## src/include/rx_parser_defs.svh

```systemverilog
// rx parser constants for stream widths, header word positions and length limits
`ifndef RX_PARSER_DEFS_SVH
`define RX_PARSER_DEFS_SVH

// stream widths
`define RXP_DATA_W      32
`define RXP_MOD_W       2
`define RXP_CNT_W       16
`define RXP_LEN_W       16
`define RXP_STAT_W      64

// word index of the untagged ethertype, counted from sop (preamble is words 0,1)
`define RXP_TYPE_WORD   5

// max stacked vlan tags skipped
`define RXP_MAX_VLAN    2

// header lengths in 32-bit words
`define RXP_IPV4_WORDS  5
`define RXP_UDP_WORDS   2
`define RXP_TCP_WORDS   5

// frame length limits in bytes
`define RXP_RUNT_LEN    64
`define RXP_JUMBO_LEN   1518

`endif

```

## src/rtl/rx_parser_pkg.sv

```systemverilog
// rx parser types for walker states, ethertypes, ip protocols, layer tags and stat bits
`default_nettype none

package rx_parser_pkg;

  typedef enum logic [2:0] {
    ST_PRE,      // preamble + sfd
    ST_MAC,
    ST_VLAN,
    ST_IPV4,
    ST_UDP,
    ST_TCP,
    ST_PAYLOAD
  } hdr_state_e;

  typedef enum logic [15:0] {
    ET_IPV4   = 16'h0800,
    ET_ARP    = 16'h0806,
    ET_PAUSE  = 16'h8808,
    ET_VLAN_1 = 16'h8100,  // 802.1q
    ET_VLAN_2 = 16'h88a8,  // 802.1ad
    ET_VLAN_3 = 16'h9100
  } eth_type_e;

  typedef enum logic [7:0] {
    IP_TCP = 8'd6,
    IP_UDP = 8'd17
  } ip_proto_e;

  // one-hot or zero, mac is bit 0
  typedef struct packed {
    logic l4;
    logic ipv4;
    logic vlan;
    logic mac;
  } layer_tag_t;

  typedef enum logic [5:0] {
    SB_BCAST = 6'd0,
    SB_MCAST = 6'd1,
    SB_UCAST = 6'd2,
    SB_KEEPALIVE = 6'd3,
    SB_ARP = 6'd8,
    SB_PAUSE = 6'd9,
    SB_VLAN1 = 6'd16,
    SB_VLAN2 = 6'd17,
    SB_IPV4 = 6'd32,
    SB_TCP = 6'd40,
    SB_UDP = 6'd41,
    SB_ANY = 6'd56,
    SB_RUNT = 6'd57,
    SB_JUMBO = 6'd58
  } stat_bit_e;

endpackage

`default_nettype wire

```

## src/rtl/rx_word_if.sv

```systemverilog
// delayed rx word stream with its header layer tag
`default_nettype none
`include "rx_parser_defs.svh"

interface rx_word_if;

  logic [`RXP_DATA_W-1:0]    data;
  logic                      valid;
  logic                      sop;   // qualified by valid
  logic                      eop;   // qualified by valid
  rx_parser_pkg::layer_tag_t tag;

  modport src (
    output data, valid, sop, eop, tag
  );

  modport snk (
    input data, valid, sop, eop, tag
  );

endinterface

`default_nettype wire

```

## src/rtl/rx_header_walker.sv

```systemverilog
// rx header walker, delays the stream two stages and tags each word with its header layer
`default_nettype none
`include "rx_parser_defs.svh"

module rx_header_walker (
  input  wire                     clk,
  input  wire                     rst,
  input  wire                     par_en,
  input  wire [`RXP_DATA_W-1:0]   int_data,
  input  wire                     int_valid,
  input  wire                     int_sop,
  input  wire                     int_eop,
  input  wire [`RXP_MOD_W-1:0]    int_mod,
  rx_word_if.src                  wrd,
  output logic [`RXP_MOD_W-1:0]   mod_d,
  output logic [`RXP_DATA_W-1:0]  out_data,
  output logic                    out_valid,
  output logic                    out_sop,
  output logic                    out_eop,
  output logic [`RXP_MOD_W-1:0]   out_mod,
  output logic [`RXP_DATA_W-1:0]  out_info
);

  rx_parser_pkg::hdr_state_e  state_q, state_nxt, cur_state, l3_state;
  rx_parser_pkg::ip_proto_e   proto_q, proto_nxt;
  rx_parser_pkg::layer_tag_t  tag, tag_d1;
  logic [`RXP_CNT_W-1:0]      cnt_q, cur_idx;  // cnt_q is index of next word
  logic [2:0]                 hdr_cnt_q, hdr_cnt_nxt;
  logic [1:0]                 vlan_cnt_q, vlan_cnt_nxt;
  logic                       is_tpid;
  logic [`RXP_DATA_W-1:0]     data_d1;
  logic                       valid_d1, sop_d1, eop_d1;

  assign is_tpid = int_data[31:16] == rx_parser_pkg::ET_VLAN_1 ||
                   int_data[31:16] == rx_parser_pkg::ET_VLAN_2 ||
                   int_data[31:16] == rx_parser_pkg::ET_VLAN_3;

  always_comb begin
    cur_state = int_sop ? rx_parser_pkg::ST_PRE : state_q;
    cur_idx = int_sop ? '0 : cnt_q;
    // ipv4 needs the type and a version nibble of 4 in the same word
    if (int_data[31:16] == rx_parser_pkg::ET_IPV4 && int_data[15:12] == 4'h4)
      l3_state = rx_parser_pkg::ST_IPV4;
    else
      l3_state = rx_parser_pkg::ST_PAYLOAD;
    state_nxt = cur_state;
    vlan_cnt_nxt = vlan_cnt_q;
    proto_nxt = proto_q;
    tag = '0;
    case (cur_state)
      rx_parser_pkg::ST_PRE: begin
        vlan_cnt_nxt = '0;
        proto_nxt = rx_parser_pkg::ip_proto_e'(8'h00);
        if (cur_idx == 1)
          state_nxt = rx_parser_pkg::ST_MAC;  // sfd word
      end
      rx_parser_pkg::ST_MAC: begin
        if (cur_idx == `RXP_TYPE_WORD && is_tpid) begin
          tag.vlan = 1'b1;
          vlan_cnt_nxt = 2'd1;
          state_nxt = rx_parser_pkg::ST_VLAN;
        end else begin
          tag.mac = 1'b1;
          if (cur_idx == `RXP_TYPE_WORD)
            state_nxt = l3_state;
        end
      end
      rx_parser_pkg::ST_VLAN: begin
        tag.vlan = 1'b1;
        if (is_tpid && vlan_cnt_q < `RXP_MAX_VLAN)
          vlan_cnt_nxt = vlan_cnt_q + 2'd1;  // stacked tag
        else
          state_nxt = l3_state;
      end
      rx_parser_pkg::ST_IPV4: begin
        tag.ipv4 = 1'b1;
        if (hdr_cnt_q == 3'd1)
          proto_nxt = rx_parser_pkg::ip_proto_e'(int_data[7:0]);
        if (hdr_cnt_q == 3'(`RXP_IPV4_WORDS - 1)) begin
          case (proto_q)
            rx_parser_pkg::IP_UDP: state_nxt = rx_parser_pkg::ST_UDP;
            rx_parser_pkg::IP_TCP: state_nxt = rx_parser_pkg::ST_TCP;
            default:               state_nxt = rx_parser_pkg::ST_PAYLOAD;
          endcase
        end
      end
      rx_parser_pkg::ST_UDP: begin
        tag.l4 = 1'b1;
        if (hdr_cnt_q == 3'(`RXP_UDP_WORDS - 1))
          state_nxt = rx_parser_pkg::ST_PAYLOAD;
      end
      rx_parser_pkg::ST_TCP: begin
        tag.l4 = 1'b1;
        if (hdr_cnt_q == 3'(`RXP_TCP_WORDS - 1))
          state_nxt = rx_parser_pkg::ST_PAYLOAD;
      end
      rx_parser_pkg::ST_PAYLOAD: ;
      default: state_nxt = rx_parser_pkg::ST_PRE;
    endcase
    hdr_cnt_nxt = (state_nxt != cur_state) ? 3'd0 : hdr_cnt_q + 3'd1;
    if (int_eop)
      state_nxt = rx_parser_pkg::ST_PRE;
  end

  always_ff @(posedge clk or posedge rst) begin
    if (rst) begin
      state_q    <= rx_parser_pkg::ST_PRE;
      cnt_q      <= '0;
      hdr_cnt_q  <= '0;
      vlan_cnt_q <= '0;
      proto_q    <= rx_parser_pkg::ip_proto_e'(8'h00);
    end else if (par_en && int_valid) begin
      state_q    <= state_nxt;
      cnt_q      <= int_eop ? '0 : ((&cur_idx) ? cur_idx : cur_idx + 1'b1);
      hdr_cnt_q  <= hdr_cnt_nxt;
      vlan_cnt_q <= vlan_cnt_nxt;
      proto_q    <= proto_nxt;
    end
  end

  // stage 1, feeds the interface
  always_ff @(posedge clk or posedge rst) begin
    if (rst) begin
      valid_d1 <= 1'b0;
      sop_d1   <= 1'b0;
      eop_d1   <= 1'b0;
      tag_d1   <= '0;
    end else if (par_en) begin
      valid_d1 <= int_valid;
      sop_d1   <= int_valid && int_sop;
      eop_d1   <= int_valid && int_eop;
      tag_d1   <= int_valid ? tag : '0;
    end
  end

  always_ff @(posedge clk) begin
    if (par_en) begin
      data_d1 <= int_data;
      mod_d   <= int_mod;
    end
  end

  assign wrd.data  = data_d1;
  assign wrd.valid = valid_d1;
  assign wrd.sop   = sop_d1;
  assign wrd.eop   = eop_d1;
  assign wrd.tag   = tag_d1;

  // stage 2, output ports
  always_ff @(posedge clk or posedge rst) begin
    if (rst) begin
      out_valid <= 1'b0;
      out_sop   <= 1'b0;
      out_eop   <= 1'b0;
      out_info  <= '0;
    end else if (par_en) begin
      out_valid <= valid_d1;
      out_sop   <= sop_d1;
      out_eop   <= eop_d1;
      out_info  <= {{(`RXP_DATA_W - 4){1'b0}}, tag_d1};
    end
  end

  always_ff @(posedge clk) begin
    if (par_en) begin
      out_data <= data_d1;
      out_mod  <= mod_d;
    end
  end

  a_tag_onehot : assert property (@(posedge clk) disable iff (rst) $onehot0(tag_d1));

  // a frame never restarts or ends on its sfd word
  a_no_short_pre : assert property (@(posedge clk) disable iff (rst)
    (par_en && int_valid && state_q == rx_parser_pkg::ST_PRE && cnt_q == 1)
      |-> (!int_sop && !int_eop));

endmodule

`default_nettype wire

```

## src/rtl/rx_field_extract.sv

```systemverilog
// rx field extractor, captures mac addresses, ethertype, vlan count, ip protocol and length
`default_nettype none
`include "rx_parser_defs.svh"

module rx_field_extract (
  input  wire                         clk,
  input  wire                         rst,
  input  wire                         par_en,
  rx_word_if.snk                      wrd,
  input  wire [`RXP_MOD_W-1:0]        mod_d,
  output logic [47:0]                 mac_da,
  output logic [47:0]                 mac_sa,
  output rx_parser_pkg::eth_type_e    mac_type,
  output logic [1:0]                  vlan_num,
  output logic                        ipv4_seen,
  output rx_parser_pkg::ip_proto_e    ip_protocol,
  output logic [`RXP_LEN_W-1:0]       frame_len,
  output logic                        frame_done
);

  logic [2:0]             idx_q, cur_idx;  // saturates at the type word
  logic [2:0]             ip_cnt_q;
  logic                   l2_done_q;
  logic                   is_tpid, l2_word, l2_more;
  logic [`RXP_LEN_W-1:0]  word_bytes;

  assign cur_idx = wrd.sop ? 3'd0 : idx_q;

  assign is_tpid = wrd.data[31:16] == rx_parser_pkg::ET_VLAN_1 ||
                   wrd.data[31:16] == rx_parser_pkg::ET_VLAN_2 ||
                   wrd.data[31:16] == rx_parser_pkg::ET_VLAN_3;

  // l2 word from the type position on, until the final ethertype
  assign l2_word = cur_idx == 3'(`RXP_TYPE_WORD) && !l2_done_q &&
                   (wrd.tag.mac || wrd.tag.vlan);
  assign l2_more = is_tpid && vlan_num < `RXP_MAX_VLAN;

  assign ipv4_seen = ip_cnt_q != 3'd0;

  always_comb begin
    word_bytes = 'd4;
    if (wrd.eop && mod_d != '0)
      word_bytes = {{(`RXP_LEN_W - `RXP_MOD_W){1'b0}}, mod_d};  // mod 0 is a full word
  end

  always_ff @(posedge clk or posedge rst) begin
    if (rst) begin
      idx_q      <= '0;
      ip_cnt_q   <= '0;
      l2_done_q  <= 1'b0;
      vlan_num   <= '0;
      frame_done <= 1'b0;
    end else if (par_en) begin
      frame_done <= wrd.valid && wrd.eop;
      if (wrd.valid) begin
        idx_q <= (cur_idx == 3'(`RXP_TYPE_WORD)) ? cur_idx : cur_idx + 3'd1;
        if (wrd.sop) begin
          ip_cnt_q  <= '0;
          l2_done_q <= 1'b0;
          vlan_num  <= '0;
        end else begin
          if (l2_word && l2_more)
            vlan_num <= vlan_num + 2'd1;
          if (l2_word && !l2_more)
            l2_done_q <= 1'b1;
          if (wrd.tag.ipv4 && ip_cnt_q != 3'd7)
            ip_cnt_q <= ip_cnt_q + 3'd1;
        end
      end
    end
  end

  always_ff @(posedge clk) begin
    if (par_en && wrd.valid) begin
      if (wrd.sop) begin
        mac_da      <= '0;
        mac_sa      <= '0;
        mac_type    <= rx_parser_pkg::eth_type_e'(16'h0000);
        ip_protocol <= rx_parser_pkg::ip_proto_e'(8'h00);
        frame_len   <= '0;
      end else begin
        case (cur_idx)
          3'd2: mac_da[47:16] <= wrd.data;
          3'd3: begin
            mac_da[15:0]  <= wrd.data[31:16];
            mac_sa[47:32] <= wrd.data[15:0];
          end
          3'd4: mac_sa[31:0] <= wrd.data;
          default: ;
        endcase
        if (cur_idx >= 3'd2)
          frame_len <= frame_len + word_bytes;  // bytes after preamble
        if (l2_word && !l2_more)
          mac_type <= rx_parser_pkg::eth_type_e'(wrd.data[31:16]);
        if (wrd.tag.ipv4 && ip_cnt_q == 3'd1)
          ip_protocol <= rx_parser_pkg::ip_proto_e'(wrd.data[7:0]);  // byte 9 of ip header
      end
    end
  end

endmodule

`default_nettype wire

```

## src/rtl/rx_frame_stat.sv

```systemverilog
// rx frame statistics, decodes captured fields into the stat vector at frame end
`default_nettype none
`include "rx_parser_defs.svh"

module rx_frame_stat (
  input  wire                          clk,
  input  wire                          rst,
  input  wire                          par_en,
  input  wire [47:0]                   mac_da,
  input  wire [47:0]                   mac_sa,
  input  rx_parser_pkg::eth_type_e     mac_type,
  input  wire [1:0]                    vlan_num,
  input  wire                          ipv4_seen,
  input  rx_parser_pkg::ip_proto_e     ip_protocol,
  input  wire [`RXP_LEN_W-1:0]         frame_len,
  input  wire                          frame_done,
  output logic                         stat_chk,
  output logic [`RXP_STAT_W-1:0]       out_stat
);

  logic                    bcast, mcast;
  logic [`RXP_STAT_W-1:0]  stat_d;

  assign bcast = &mac_da;
  assign mcast = mac_da[40] && !bcast;  // i/g bit of first da byte

  always_comb begin
    stat_d = '0;
    stat_d[rx_parser_pkg::SB_BCAST]     = bcast;
    stat_d[rx_parser_pkg::SB_MCAST]     = mcast;
    stat_d[rx_parser_pkg::SB_UCAST]     = !bcast && !mcast;
    stat_d[rx_parser_pkg::SB_KEEPALIVE] = mac_da == mac_sa;
    stat_d[rx_parser_pkg::SB_ARP]       = mac_type == rx_parser_pkg::ET_ARP;
    stat_d[rx_parser_pkg::SB_PAUSE]     = mac_type == rx_parser_pkg::ET_PAUSE;
    stat_d[rx_parser_pkg::SB_VLAN1]     = vlan_num == 2'd1;
    stat_d[rx_parser_pkg::SB_VLAN2]     = vlan_num == 2'd2;
    stat_d[rx_parser_pkg::SB_IPV4]      = ipv4_seen;
    stat_d[rx_parser_pkg::SB_TCP]       = ipv4_seen && ip_protocol == rx_parser_pkg::IP_TCP;
    stat_d[rx_parser_pkg::SB_UDP]       = ipv4_seen && ip_protocol == rx_parser_pkg::IP_UDP;
    stat_d[rx_parser_pkg::SB_ANY]       = 1'b1;
    stat_d[rx_parser_pkg::SB_RUNT]      = frame_len < `RXP_RUNT_LEN;
    stat_d[rx_parser_pkg::SB_JUMBO]     = frame_len > `RXP_JUMBO_LEN;
  end

  always_ff @(posedge clk or posedge rst) begin
    if (rst) begin
      stat_chk <= 1'b0;
      out_stat <= '0;
    end else if (par_en) begin
      stat_chk <= frame_done;
      if (frame_done)
        out_stat <= stat_d;  // held until next frame end
    end
  end

  // frame_done is a single enabled-cycle pulse from the extractor
  a_chk_single : assert property (@(posedge clk) disable iff (rst)
    (par_en && stat_chk) |-> !frame_done);

endmodule

`default_nettype wire

```

## src/rtl/rx_parser.sv

```systemverilog
// rx ethernet frame parser top, stream pass-through with layer tags and frame statistics
`default_nettype none
`include "rx_parser_defs.svh"

module rx_parser (
  input  wire                        clk,
  input  wire                        rst,
  input  wire                        par_en,   // global stall while low
  input  wire [`RXP_DATA_W-1:0]      int_data,
  input  wire                        int_valid,
  input  wire                        int_sop,
  input  wire                        int_eop,
  input  wire [`RXP_MOD_W-1:0]       int_mod,
  output wire [`RXP_DATA_W-1:0]      out_data,
  output wire                        out_valid,
  output wire                        out_sop,
  output wire                        out_eop,
  output wire [`RXP_MOD_W-1:0]       out_mod,
  output wire [`RXP_DATA_W-1:0]      out_info,
  output wire                        stat_chk,
  output wire [`RXP_STAT_W-1:0]      out_stat
);

  rx_word_if wrd ();

  logic [`RXP_MOD_W-1:0]     mod_d;
  logic [47:0]               mac_da;
  logic [47:0]               mac_sa;
  rx_parser_pkg::eth_type_e  mac_type;
  logic [1:0]                vlan_num;
  logic                      ipv4_seen;
  rx_parser_pkg::ip_proto_e  ip_protocol;
  logic [`RXP_LEN_W-1:0]     frame_len;
  logic                      frame_done;

  rx_header_walker u_walker (
    .clk       (clk),
    .rst       (rst),
    .par_en    (par_en),
    .int_data  (int_data),
    .int_valid (int_valid),
    .int_sop   (int_sop),
    .int_eop   (int_eop),
    .int_mod   (int_mod),
    .wrd       (wrd.src),
    .mod_d     (mod_d),
    .out_data  (out_data),
    .out_valid (out_valid),
    .out_sop   (out_sop),
    .out_eop   (out_eop),
    .out_mod   (out_mod),
    .out_info  (out_info)
  );

  rx_field_extract u_extract (
    .clk         (clk),
    .rst         (rst),
    .par_en      (par_en),
    .wrd         (wrd.snk),
    .mod_d       (mod_d),
    .mac_da      (mac_da),
    .mac_sa      (mac_sa),
    .mac_type    (mac_type),
    .vlan_num    (vlan_num),
    .ipv4_seen   (ipv4_seen),
    .ip_protocol (ip_protocol),
    .frame_len   (frame_len),
    .frame_done  (frame_done)
  );

  rx_frame_stat u_stat (
    .clk         (clk),
    .rst         (rst),
    .par_en      (par_en),
    .mac_da      (mac_da),
    .mac_sa      (mac_sa),
    .mac_type    (mac_type),
    .vlan_num    (vlan_num),
    .ipv4_seen   (ipv4_seen),
    .ip_protocol (ip_protocol),
    .frame_len   (frame_len),
    .frame_done  (frame_done),
    .stat_chk    (stat_chk),
    .out_stat    (out_stat)
  );

endmodule

`default_nettype wire

```

## config.mk

```make
export PLATFORM = sky130hd
export DESIGN_NAME = rx_parser
export DESIGN_NICKNAME = d
export VERILOG_FILES = /design/src/rtl/rx_parser_pkg.sv /design/src/rtl/rx_word_if.sv /design/src/rtl/rx_header_walker.sv /design/src/rtl/rx_field_extract.sv /design/src/rtl/rx_frame_stat.sv /design/src/rtl/rx_parser.sv
export VERILOG_INCLUDE_DIRS = /design/src /design/src/include
export SDC_FILE = /design/constraint.sdc
export NUM_CORES = 1
export LEC_CHECK = 0
export BUFFER_PORTS_ARGS = -buffer_cell sky130_fd_sc_hd__buf_4
export CAP_MARGIN = 5
export CORE_ASPECT_RATIO = 0.5
export CORE_MARGIN = 5
export CORE_UTILIZATION = 50
export CTS_CLUSTER_SIZE = 10
export DETAILED_ROUTE_END_ITERATION = 10
export PLACE_DENSITY = 0.71
export SLEW_MARGIN = 20
export SYNTH_ARGS = -nofsm -noshare
export SYNTH_HDL_FRONTEND = slang
export SYNTH_SLANG_ARGS = --single-unit
```

## constraint.sdc

```tcl
create_clock -name clk -period 3.7 [get_ports clk]
set_clock_uncertainty 0.15 [all_clocks]
set_input_delay 0.37 -clock clk [delete_from_list [all_inputs] [get_ports clk]]
set_output_delay 0.37 -clock clk [all_outputs]
set_load 0.03 [all_outputs]
```

==> impl_metrics.env, run 1 <==
export IMPL_totalWireLength_mm=26.71
export IMPL_synthArstFlopShare=0.2582
export IMPL_cts_tree="done"
export IMPL_remaining_drc_errors=0
export IMPL_clock_path_buffers=3
export IMPL_power_density_nw_per_um2=528.8
export IMPL_critPathBufInv=1
export IMPL_overflow=0
export IMPL_min_period_ns=2.521
export IMPL_synth_cell_type_count=70
export IMPL_grt_pass1_wl_mm=42.78
export IMPL_drive_above_1_share=0.1480
export IMPL_initial_core_util=0.5059
export IMPL_leakagePower_nw=5.436
export IMPL_synth_top_area_share=0.5062
export IMPL_grt_usage=0.1933
export IMPL_synth_top_cell_by_area="edfxtp_1"
export IMPL_die_y_um=120.0
export IMPL_setup_viol_count_final=0
export IMPL_cp_top_family="compound AO/OA/AOI/OAI gates"
export IMPL_globalplace_congestion=0.9436
export IMPL_worstMarginPinSlew_ns=0.9214
export IMPL_synth_edff_count=204
export IMPL_drv_slew=0
export IMPL_synthFlopType="edfxtp_1"
export IMPL_critPathMaxFanout=5
export IMPL_total_power_mw=7.499
export IMPL_grt_pass1_vias=7680
export IMPL_crit_arrival_ns=2.81
export IMPL_cp_slowest_cell="dfrtp_1"
export IMPL_synth_warnings=0
export IMPL_grt_max_degree=74
export IMPL_cts_resized_gates=0
export IMPL_setup_worst_path_class="reg2reg"
export IMPL_cp_required_ns=3.99
export IMPL_via_per_inst=5.389
export IMPL_placed_area_um2=12880
export IMPL_path_clk_slew_ns=0.06
export IMPL_dp_slack_ns=0.8899
export IMPL_routedWlPerCell_um=18.77
export IMPL_core_um2=23920
export IMPL_syn_to_final_growth_pct=17.16
export IMPL_final_core_util=0.5927
export IMPL_setup_worst_path_start_class="flop"
export IMPL_clk_insertion_delay_late_ns=0.56
export IMPL_nNetsFinal=1143
export IMPL_end_kind="flop"
export IMPL_cts_hold_buffers=37
export IMPL_timing_final_hold_violations=0
export IMPL_postCtsSetupRepairBufs=0
export IMPL_port_buffers=95
export IMPL_ant_nets=0
export IMPL_rsz0062_at_grt="false"
export IMPL_cp_common_cell="a211oi_1"
export IMPL_synth_seq_cells=275
export IMPL_first_pass_iters=5
export IMPL_fin_crit_sh=0.6813
export IMPL_clock_sinks=275
export IMPL_ys_seq_area_frac=0.6530
export IMPL_ir_worst_vdd_v=0.0002922
export IMPL_antenna_found_initial=0
export IMPL_root_buffer="clkbuf_16"
export IMPL_syn_instance_count=934
export IMPL_max_stage_delay_ns=0.37
export IMPL_avgSynthCellArea_um2=12.96
export IMPL_drt_initial_drc_count=736
export IMPL_slew_headroom=0.3816
export IMPL_design_area_um2=14180
export IMPL_antennaDiodeCount=0
export IMPL_die_area_um2=27610
export IMPL_synth_area_um2=12100
export IMPL_htree_levels=1
export IMPL_tns_ns=0
export IMPL_dr_total_vias=7668
export IMPL_cts_inserted_buffers=31
export IMPL_cap_violations=0
export IMPL_status="complete, no violations"
export IMPL_io_pins=174
export IMPL_hpwl_mm=18.53
export IMPL_num_rows=40
export IMPL_hold_path_class="in2reg"
export IMPL_fin_ws_ns=1.179
export IMPL_max_freq_mhz=396.7
export IMPL_synth_area_top_cells="edfxtp_1, dfrtp_1, buf_4"
export IMPL_fp_dieW_um=230.0
export IMPL_crit_chain="nand2_1 > inv_1 > ha_1 > nor4bb_1 > nand4_1 > a211oi_1 > a211oi_1 > o211a_1 > a31o_1"
## registers in the layout, summed over array words and instances, names as in the netlist, 3 cells and up
| name | cells |
|---|---|
| u_extract.frame_len | 16 |
| u_extract.idx_q | 3 |
| u_extract.ip_cnt_q | 3 |
| u_extract.ip_protocol | 8 |
| u_extract.mac_da | 48 |
| u_extract.mac_sa | 48 |
| u_extract.mac_type | 16 |
| u_stat.out_stat | 14 |
| u_walker.cnt_q | 16 |
| u_walker.hdr_cnt_q | 3 |
| u_walker.out_data | 32 |
| u_walker.out_info | 4 |
| u_walker.proto_q | 8 |
| u_walker.state_q | 3 |
| u_walker.wrd.data | 32 |
| u_walker.wrd.tag | 4 |
## final cells by class
type / instances / area (um2)
clock buffer: 56 / 869.6
sequential: 275 / 7904
clock inverter: 2 / 50.05
fill: 1848 / 9743
timing repair buffer: 143 / 1166
tap: 315 / 394.1
inverter: 33 / 123.9
multi-input combinational: 599 / 3672
## report_power, final
part | leakage (nW) | switching [mW] | internal [mW] | total (mW)
registers | 2.85 | 0.159 | 3.60 | 3.76
logic | 2.15 | 0.624 | 0.312 | 0.936
clock network | 0.435 | 1.16 | 1.65 | 2.80
## layout by cell type, fill, tap and decap left out, types with 5 or more instances in the layout
cell type / count
a21oi_1: 26
a22o_1: 5
and3_1: 6
buf_4: 106
clkbuf_1: 25
clkbuf_16: 31
conb_1: 78
dfrtp_1: 70
dlygate4sd3_1: 37
edfxtp_1: 204
ha_1: 19
inv_1: 31
mux2_2: 9
nand2_1: 68
nand2b_1: 6
nand3_1: 21
nand4_1: 32
nand4b_1: 5
nor2_1: 44
nor2b_1: 41
nor3_1: 14
nor4_1: 20
o21ai_0: 46
o22ai_1: 12
o31ai_1: 6
xnor2_1: 32
xor2_1: 28
## path summary, 6_finish.rpt
check                                                from                                end  slack [ns]  cells past startpoint
hold / removal                                     par_en   u_extract.frame_done$_DFFE_PP0P_        0.03                      2
setup / recovery            u_walker.cnt_q[0]$_DFFE_PP0P_  u_walker.hdr_cnt_q[1]$_DFFE_PP0P_        1.18                      9
min in group asynchronous                             rst     u_extract.idx_q[1]$_DFFE_PP0P_        0.33                      3
max in group asynchronous                             rst     u_stat.out_stat[9]$_DFFE_PP0P_        2.30                      4
setup reg to reg            u_walker.cnt_q[0]$_DFFE_PP0P_  u_walker.hdr_cnt_q[1]$_DFFE_PP0P_        1.18                      9
hold reg to reg            u_walker.wrd.data[2]$_DFFE_PP_     u_walker.out_data[2]$_DFFE_PP_        0.29                      0
## worst reg2reg max path: cells and delay by family (launching register included)
family	cells	cell delay, ns
buffers and inverters	1	0.12
AOI/OAI and AO/OA	4	0.92
and+or+nand+nor	3	0.63
adders and majority gates	1	0.22
DFF	1	0.37
## metal layers
layer  global-route usage  wire length, um
met5                    0                0
met2               0.3364            13470
met4              0.05185              632
met1               0.2577            11310
met3              0.02813             1302
## synthesized netlist by cell type, types with 4 or more instances
cell,count
nand4_1,32
nor3b_1,4
nand2b_1,6
nor4_1,20
inv_1,32
o22ai_1,12
ha_1,19
edfxtp_1,204
and3_1,6
xnor2_1,32
buf_4,79
nand3_1,21
buf_2,4
a22o_1,5
a21oi_1,27
nand4b_1,5
o21ai_0,46
xor2_1,28
o21ai_1,4
nor2_1,46
a31oi_1,4
clkbuf_1,17
nand2_1,68
mux2_2,9
nor2b_1,41
or4_1,4
o31ai_1,6
dfrtp_1,71
nor3_1,15
and2_1,4
## through the flow
stage | hold WS, ns | std cells
floorplan | 0.2680 | 1011
global placement | 0.2752 | 1328
detailed placement | 0.2779 | 1328
CTS | 0.01904 | 1423
global route | 0.02362 | 1423
finish | 0.03455 | 1423
## kinds of logic after synthesis
group	count (synthesis)	share of synthesized area
buf+inv	137	0.06864
flops	275	0.6530
xor+xnor	60	0.04342
fa+ha+maj	20	0.02130
compound gates	136	0.07185
mux	10	0.009304
simple gates	295	0.1322
other cells	1	0.0003098
Note: power is estimated with default switching activity, not from simulation.
==> run 2: changes to the inputs <==
--- a/config.mk
+++ b/config.mk
@@ -13,7 +13,7 @@
 export CORE_UTILIZATION = 50
 export CTS_CLUSTER_SIZE = 10
 export DETAILED_ROUTE_END_ITERATION = 10
-export PLACE_DENSITY = 0.71
+export PLACE_DENSITY = 0.74
 export SLEW_MARGIN = 20
 export SYNTH_ARGS = -nofsm -noshare
 export SYNTH_HDL_FRONTEND = slang
==> constraint.sdc (replaced) <==
create_clock -name clk -period 2.1 [get_ports clk]
set_clock_uncertainty 0.15 [all_clocks]
set_input_delay 0.21 -clock clk [delete_from_list [all_inputs] [get_ports clk]]
set_output_delay 0.21 -clock clk [all_outputs]
set_load 0.03 [all_outputs]
==> run 2 against run 1 <==
- the flow now finishes with violations (negative setup slack)
- clock power rose by 76%
- via count rose by 6.7%
- sequential power rose by 76%
- global-route usage rose by 1.0 points
- hold slack improved by 0.058 ns
- combinational power rose by 120%
- final cell count rose by 6.8%
- maximum frequency rose by 11%
- utilization rose by 5.1 points
- critical endpoint is now u_extract.frame_len[12]$_SDFFCE_PP0P_
==> impl_metrics.env, run 2 (synthesized netlist as in run 1, its figures left out) <==
export IMPL_clk_insertion_delay_late_ns=0.57
export IMPL_critPathMaxFanout=3
export IMPL_fin_ws_ns=-0.1810
export IMPL_power_density_nw_per_um2=882.5
export IMPL_mostFrequentLayoutCells="edfxtp_1, buf_4, conb_1"
export IMPL_drt_initial_drc_count=800
export IMPL_setup_worst_path_start_class="flop"
export IMPL_cts_inserted_buffers=31
export IMPL_tns_ns=-1.842
export IMPL_crit_arrival_ns=2.42
export IMPL_fin_crit_sh=1.086
export IMPL_initial_core_util=0.5059
export IMPL_totalWireLength_mm=29.70
export IMPL_timing_final_hold_violations=0
export IMPL_fin_hold_ws_ns=0.09245
export IMPL_clock_sinks=275
export IMPL_routedWlPerCell_um=19.54
export IMPL_final_core_util=0.6437
export IMPL_reg_top3="u_extract.mac_da (48), u_extract.mac_sa (48)"
export IMPL_worstMarginPinSlew_ns=0.6275
export IMPL_die_area_um2=27610
export IMPL_cap_violations=0
export IMPL_first_pass_iters=5
export IMPL_grt_max_degree=72
export IMPL_io_pins=174
export IMPL_core_um2=23920
export IMPL_clock_path_buffers=3
export IMPL_hpwl_mm=19.47
export IMPL_remaining_drc_errors=0
export IMPL_root_buffer="clkbuf_16"
export IMPL_via_per_inst=5.382
export IMPL_path_clk_slew_ns=0.06
export IMPL_die_y_um=120.0
export IMPL_slew_headroom=0.5817
export IMPL_overflow=0
export IMPL_drive_above_1_share=0.2646
export IMPL_nNetsFinal=1237
export IMPL_ant_nets=0
export IMPL_port_buffers=95
export IMPL_hold_path_class="in2reg"
export IMPL_dr_total_vias=8180
export IMPL_drv_slew=0
export IMPL_max_freq_mhz=438.4
export IMPL_grt_pass1_vias=8209
export IMPL_leakagePower_nw=6.014
export IMPL_end_kind="flop"
export IMPL_status="complete, but fails checks"
export IMPL_num_rows=40
export IMPL_antenna_found_initial=3
export IMPL_min_period_ns=2.281
export IMPL_globalplace_congestion=0.8832
export IMPL_dp_slack_ns=-0.2535
export IMPL_htree_levels=1
export IMPL_grt_pass1_wl_mm=44.76
export IMPL_final_common_cell="edfxtp_1"
export IMPL_grt_usage=0.2035
export IMPL_syn_to_final_growth_pct=27.24
export IMPL_violations="negative setup slack"
export IMPL_rsz0062_at_grt="true"
export IMPL_cp_required_ns=2.24
export IMPL_cts_tree="done"
export IMPL_ir_worst_vdd_v=0.0006134
export IMPL_setup_viol_count_final=35
export IMPL_fp_dieW_um=230.0
export IMPL_setup_worst_path_class="reg2reg"
==> run 2: cell count changes in the layout (fill, tap and decap cells not counted), moves of 6 or more <==
cell and delta:
nand3_1 -6, nor2_4 +7, nor2_1 -7, buf_6 +12
buf_4 +75, o21ai_0 -6
==> run 2: what timing repair did <==
action                     CTS  global route
gates resized for setup     28            60
hold endpoints to repair   131             0
setup buffers                9            17
hold buffers                39             0
pin swaps                   21            41
setup endpoints to repair   57            51
==> run 2: routing by layer <==
metal | wire length [um] | GRT usage | vias up
li1 | - | - | 3754
met1 | 11840 | 0.2598 | 4096
met2 | 15460 | 0.3654 | 275
met3 | 1635 | 0.03499 | 55
met4 | 764 | 0.05073 | 0
met5 | 0 | 0 | -
==> run 2: worst paths after layout <==
path	start	endpoint	slack, ns	cells past startpoint
worst max-delay path	u_walker.wrd.eop$_DFFE_PP0P_	u_extract.frame_len[12]$_SDFFCE_PP0P_	-0.18	10
worst min-delay path	int_sop	u_walker.cnt_q[1]$_DFFE_PP0P_	0.09	6
worst max register to register	u_walker.wrd.eop$_DFFE_PP0P_	u_extract.frame_len[12]$_SDFFCE_PP0P_	-0.18	10
worst min register to register	u_walker.wrd.data[14]$_DFFE_PP_	u_walker.out_data[14]$_DFFE_PP_	0.29	0
max in group asynchronous	rst	u_walker.cnt_q[6]$_DFFE_PP0P_	1.29	4
min in group asynchronous	rst	u_stat.out_stat[58]$_DFFE_PP0P_	0.15	4
==> run 2: stage by stage <==
stage	instance area, um2	power, mW	std cells
after global routing	15400	14.10	1520
after CTS	15040	13.48	1505
after detailed placement	13550	8.512	1401
after global placement	13550	8.437	1401
final	15400	13.59	1520
after floorplan	12470	7.867	1011
==> run 2: area by class of cell <==
| type | instances | area (um2) |
|---|---|---|
| Clock inverter | 2 | 25.02 |
| Multi-Input combinational cell | 599 | 4068 |
| Tap cell | 315 | 394.1 |
| Fill cell | 1686 | 8523 |
| Inverter | 33 | 136.4 |
| Timing Repair Buffer | 237 | 1984 |
| Sequential cell | 275 | 7905 |
| Antenna cell | 3 | 7.507 |
| Clock buffer | 56 | 879.6 |
==> run 2: where the power goes <==
part	switching (mW)	total, mW	internal (mW)
Clock	2.11	4.92	2.81
Combinational	1.25	2.04	0.789
Sequential	0.287	6.63	6.34
Total	3.65	13.6	9.94
==> run 2: worst max-delay path, cell delays in order (launching register included) <==
cell	delay [ns]
dfrtp_1	0.41
and2_4	0.18
ha_4	0.13
inv_2	0.04
fa_2	0.36
nor2b_4	0.17
nor2_4	0.06
nor3_2	0.20
nand2_1	0.09
xor2_1	0.16
nor2_1	0.06
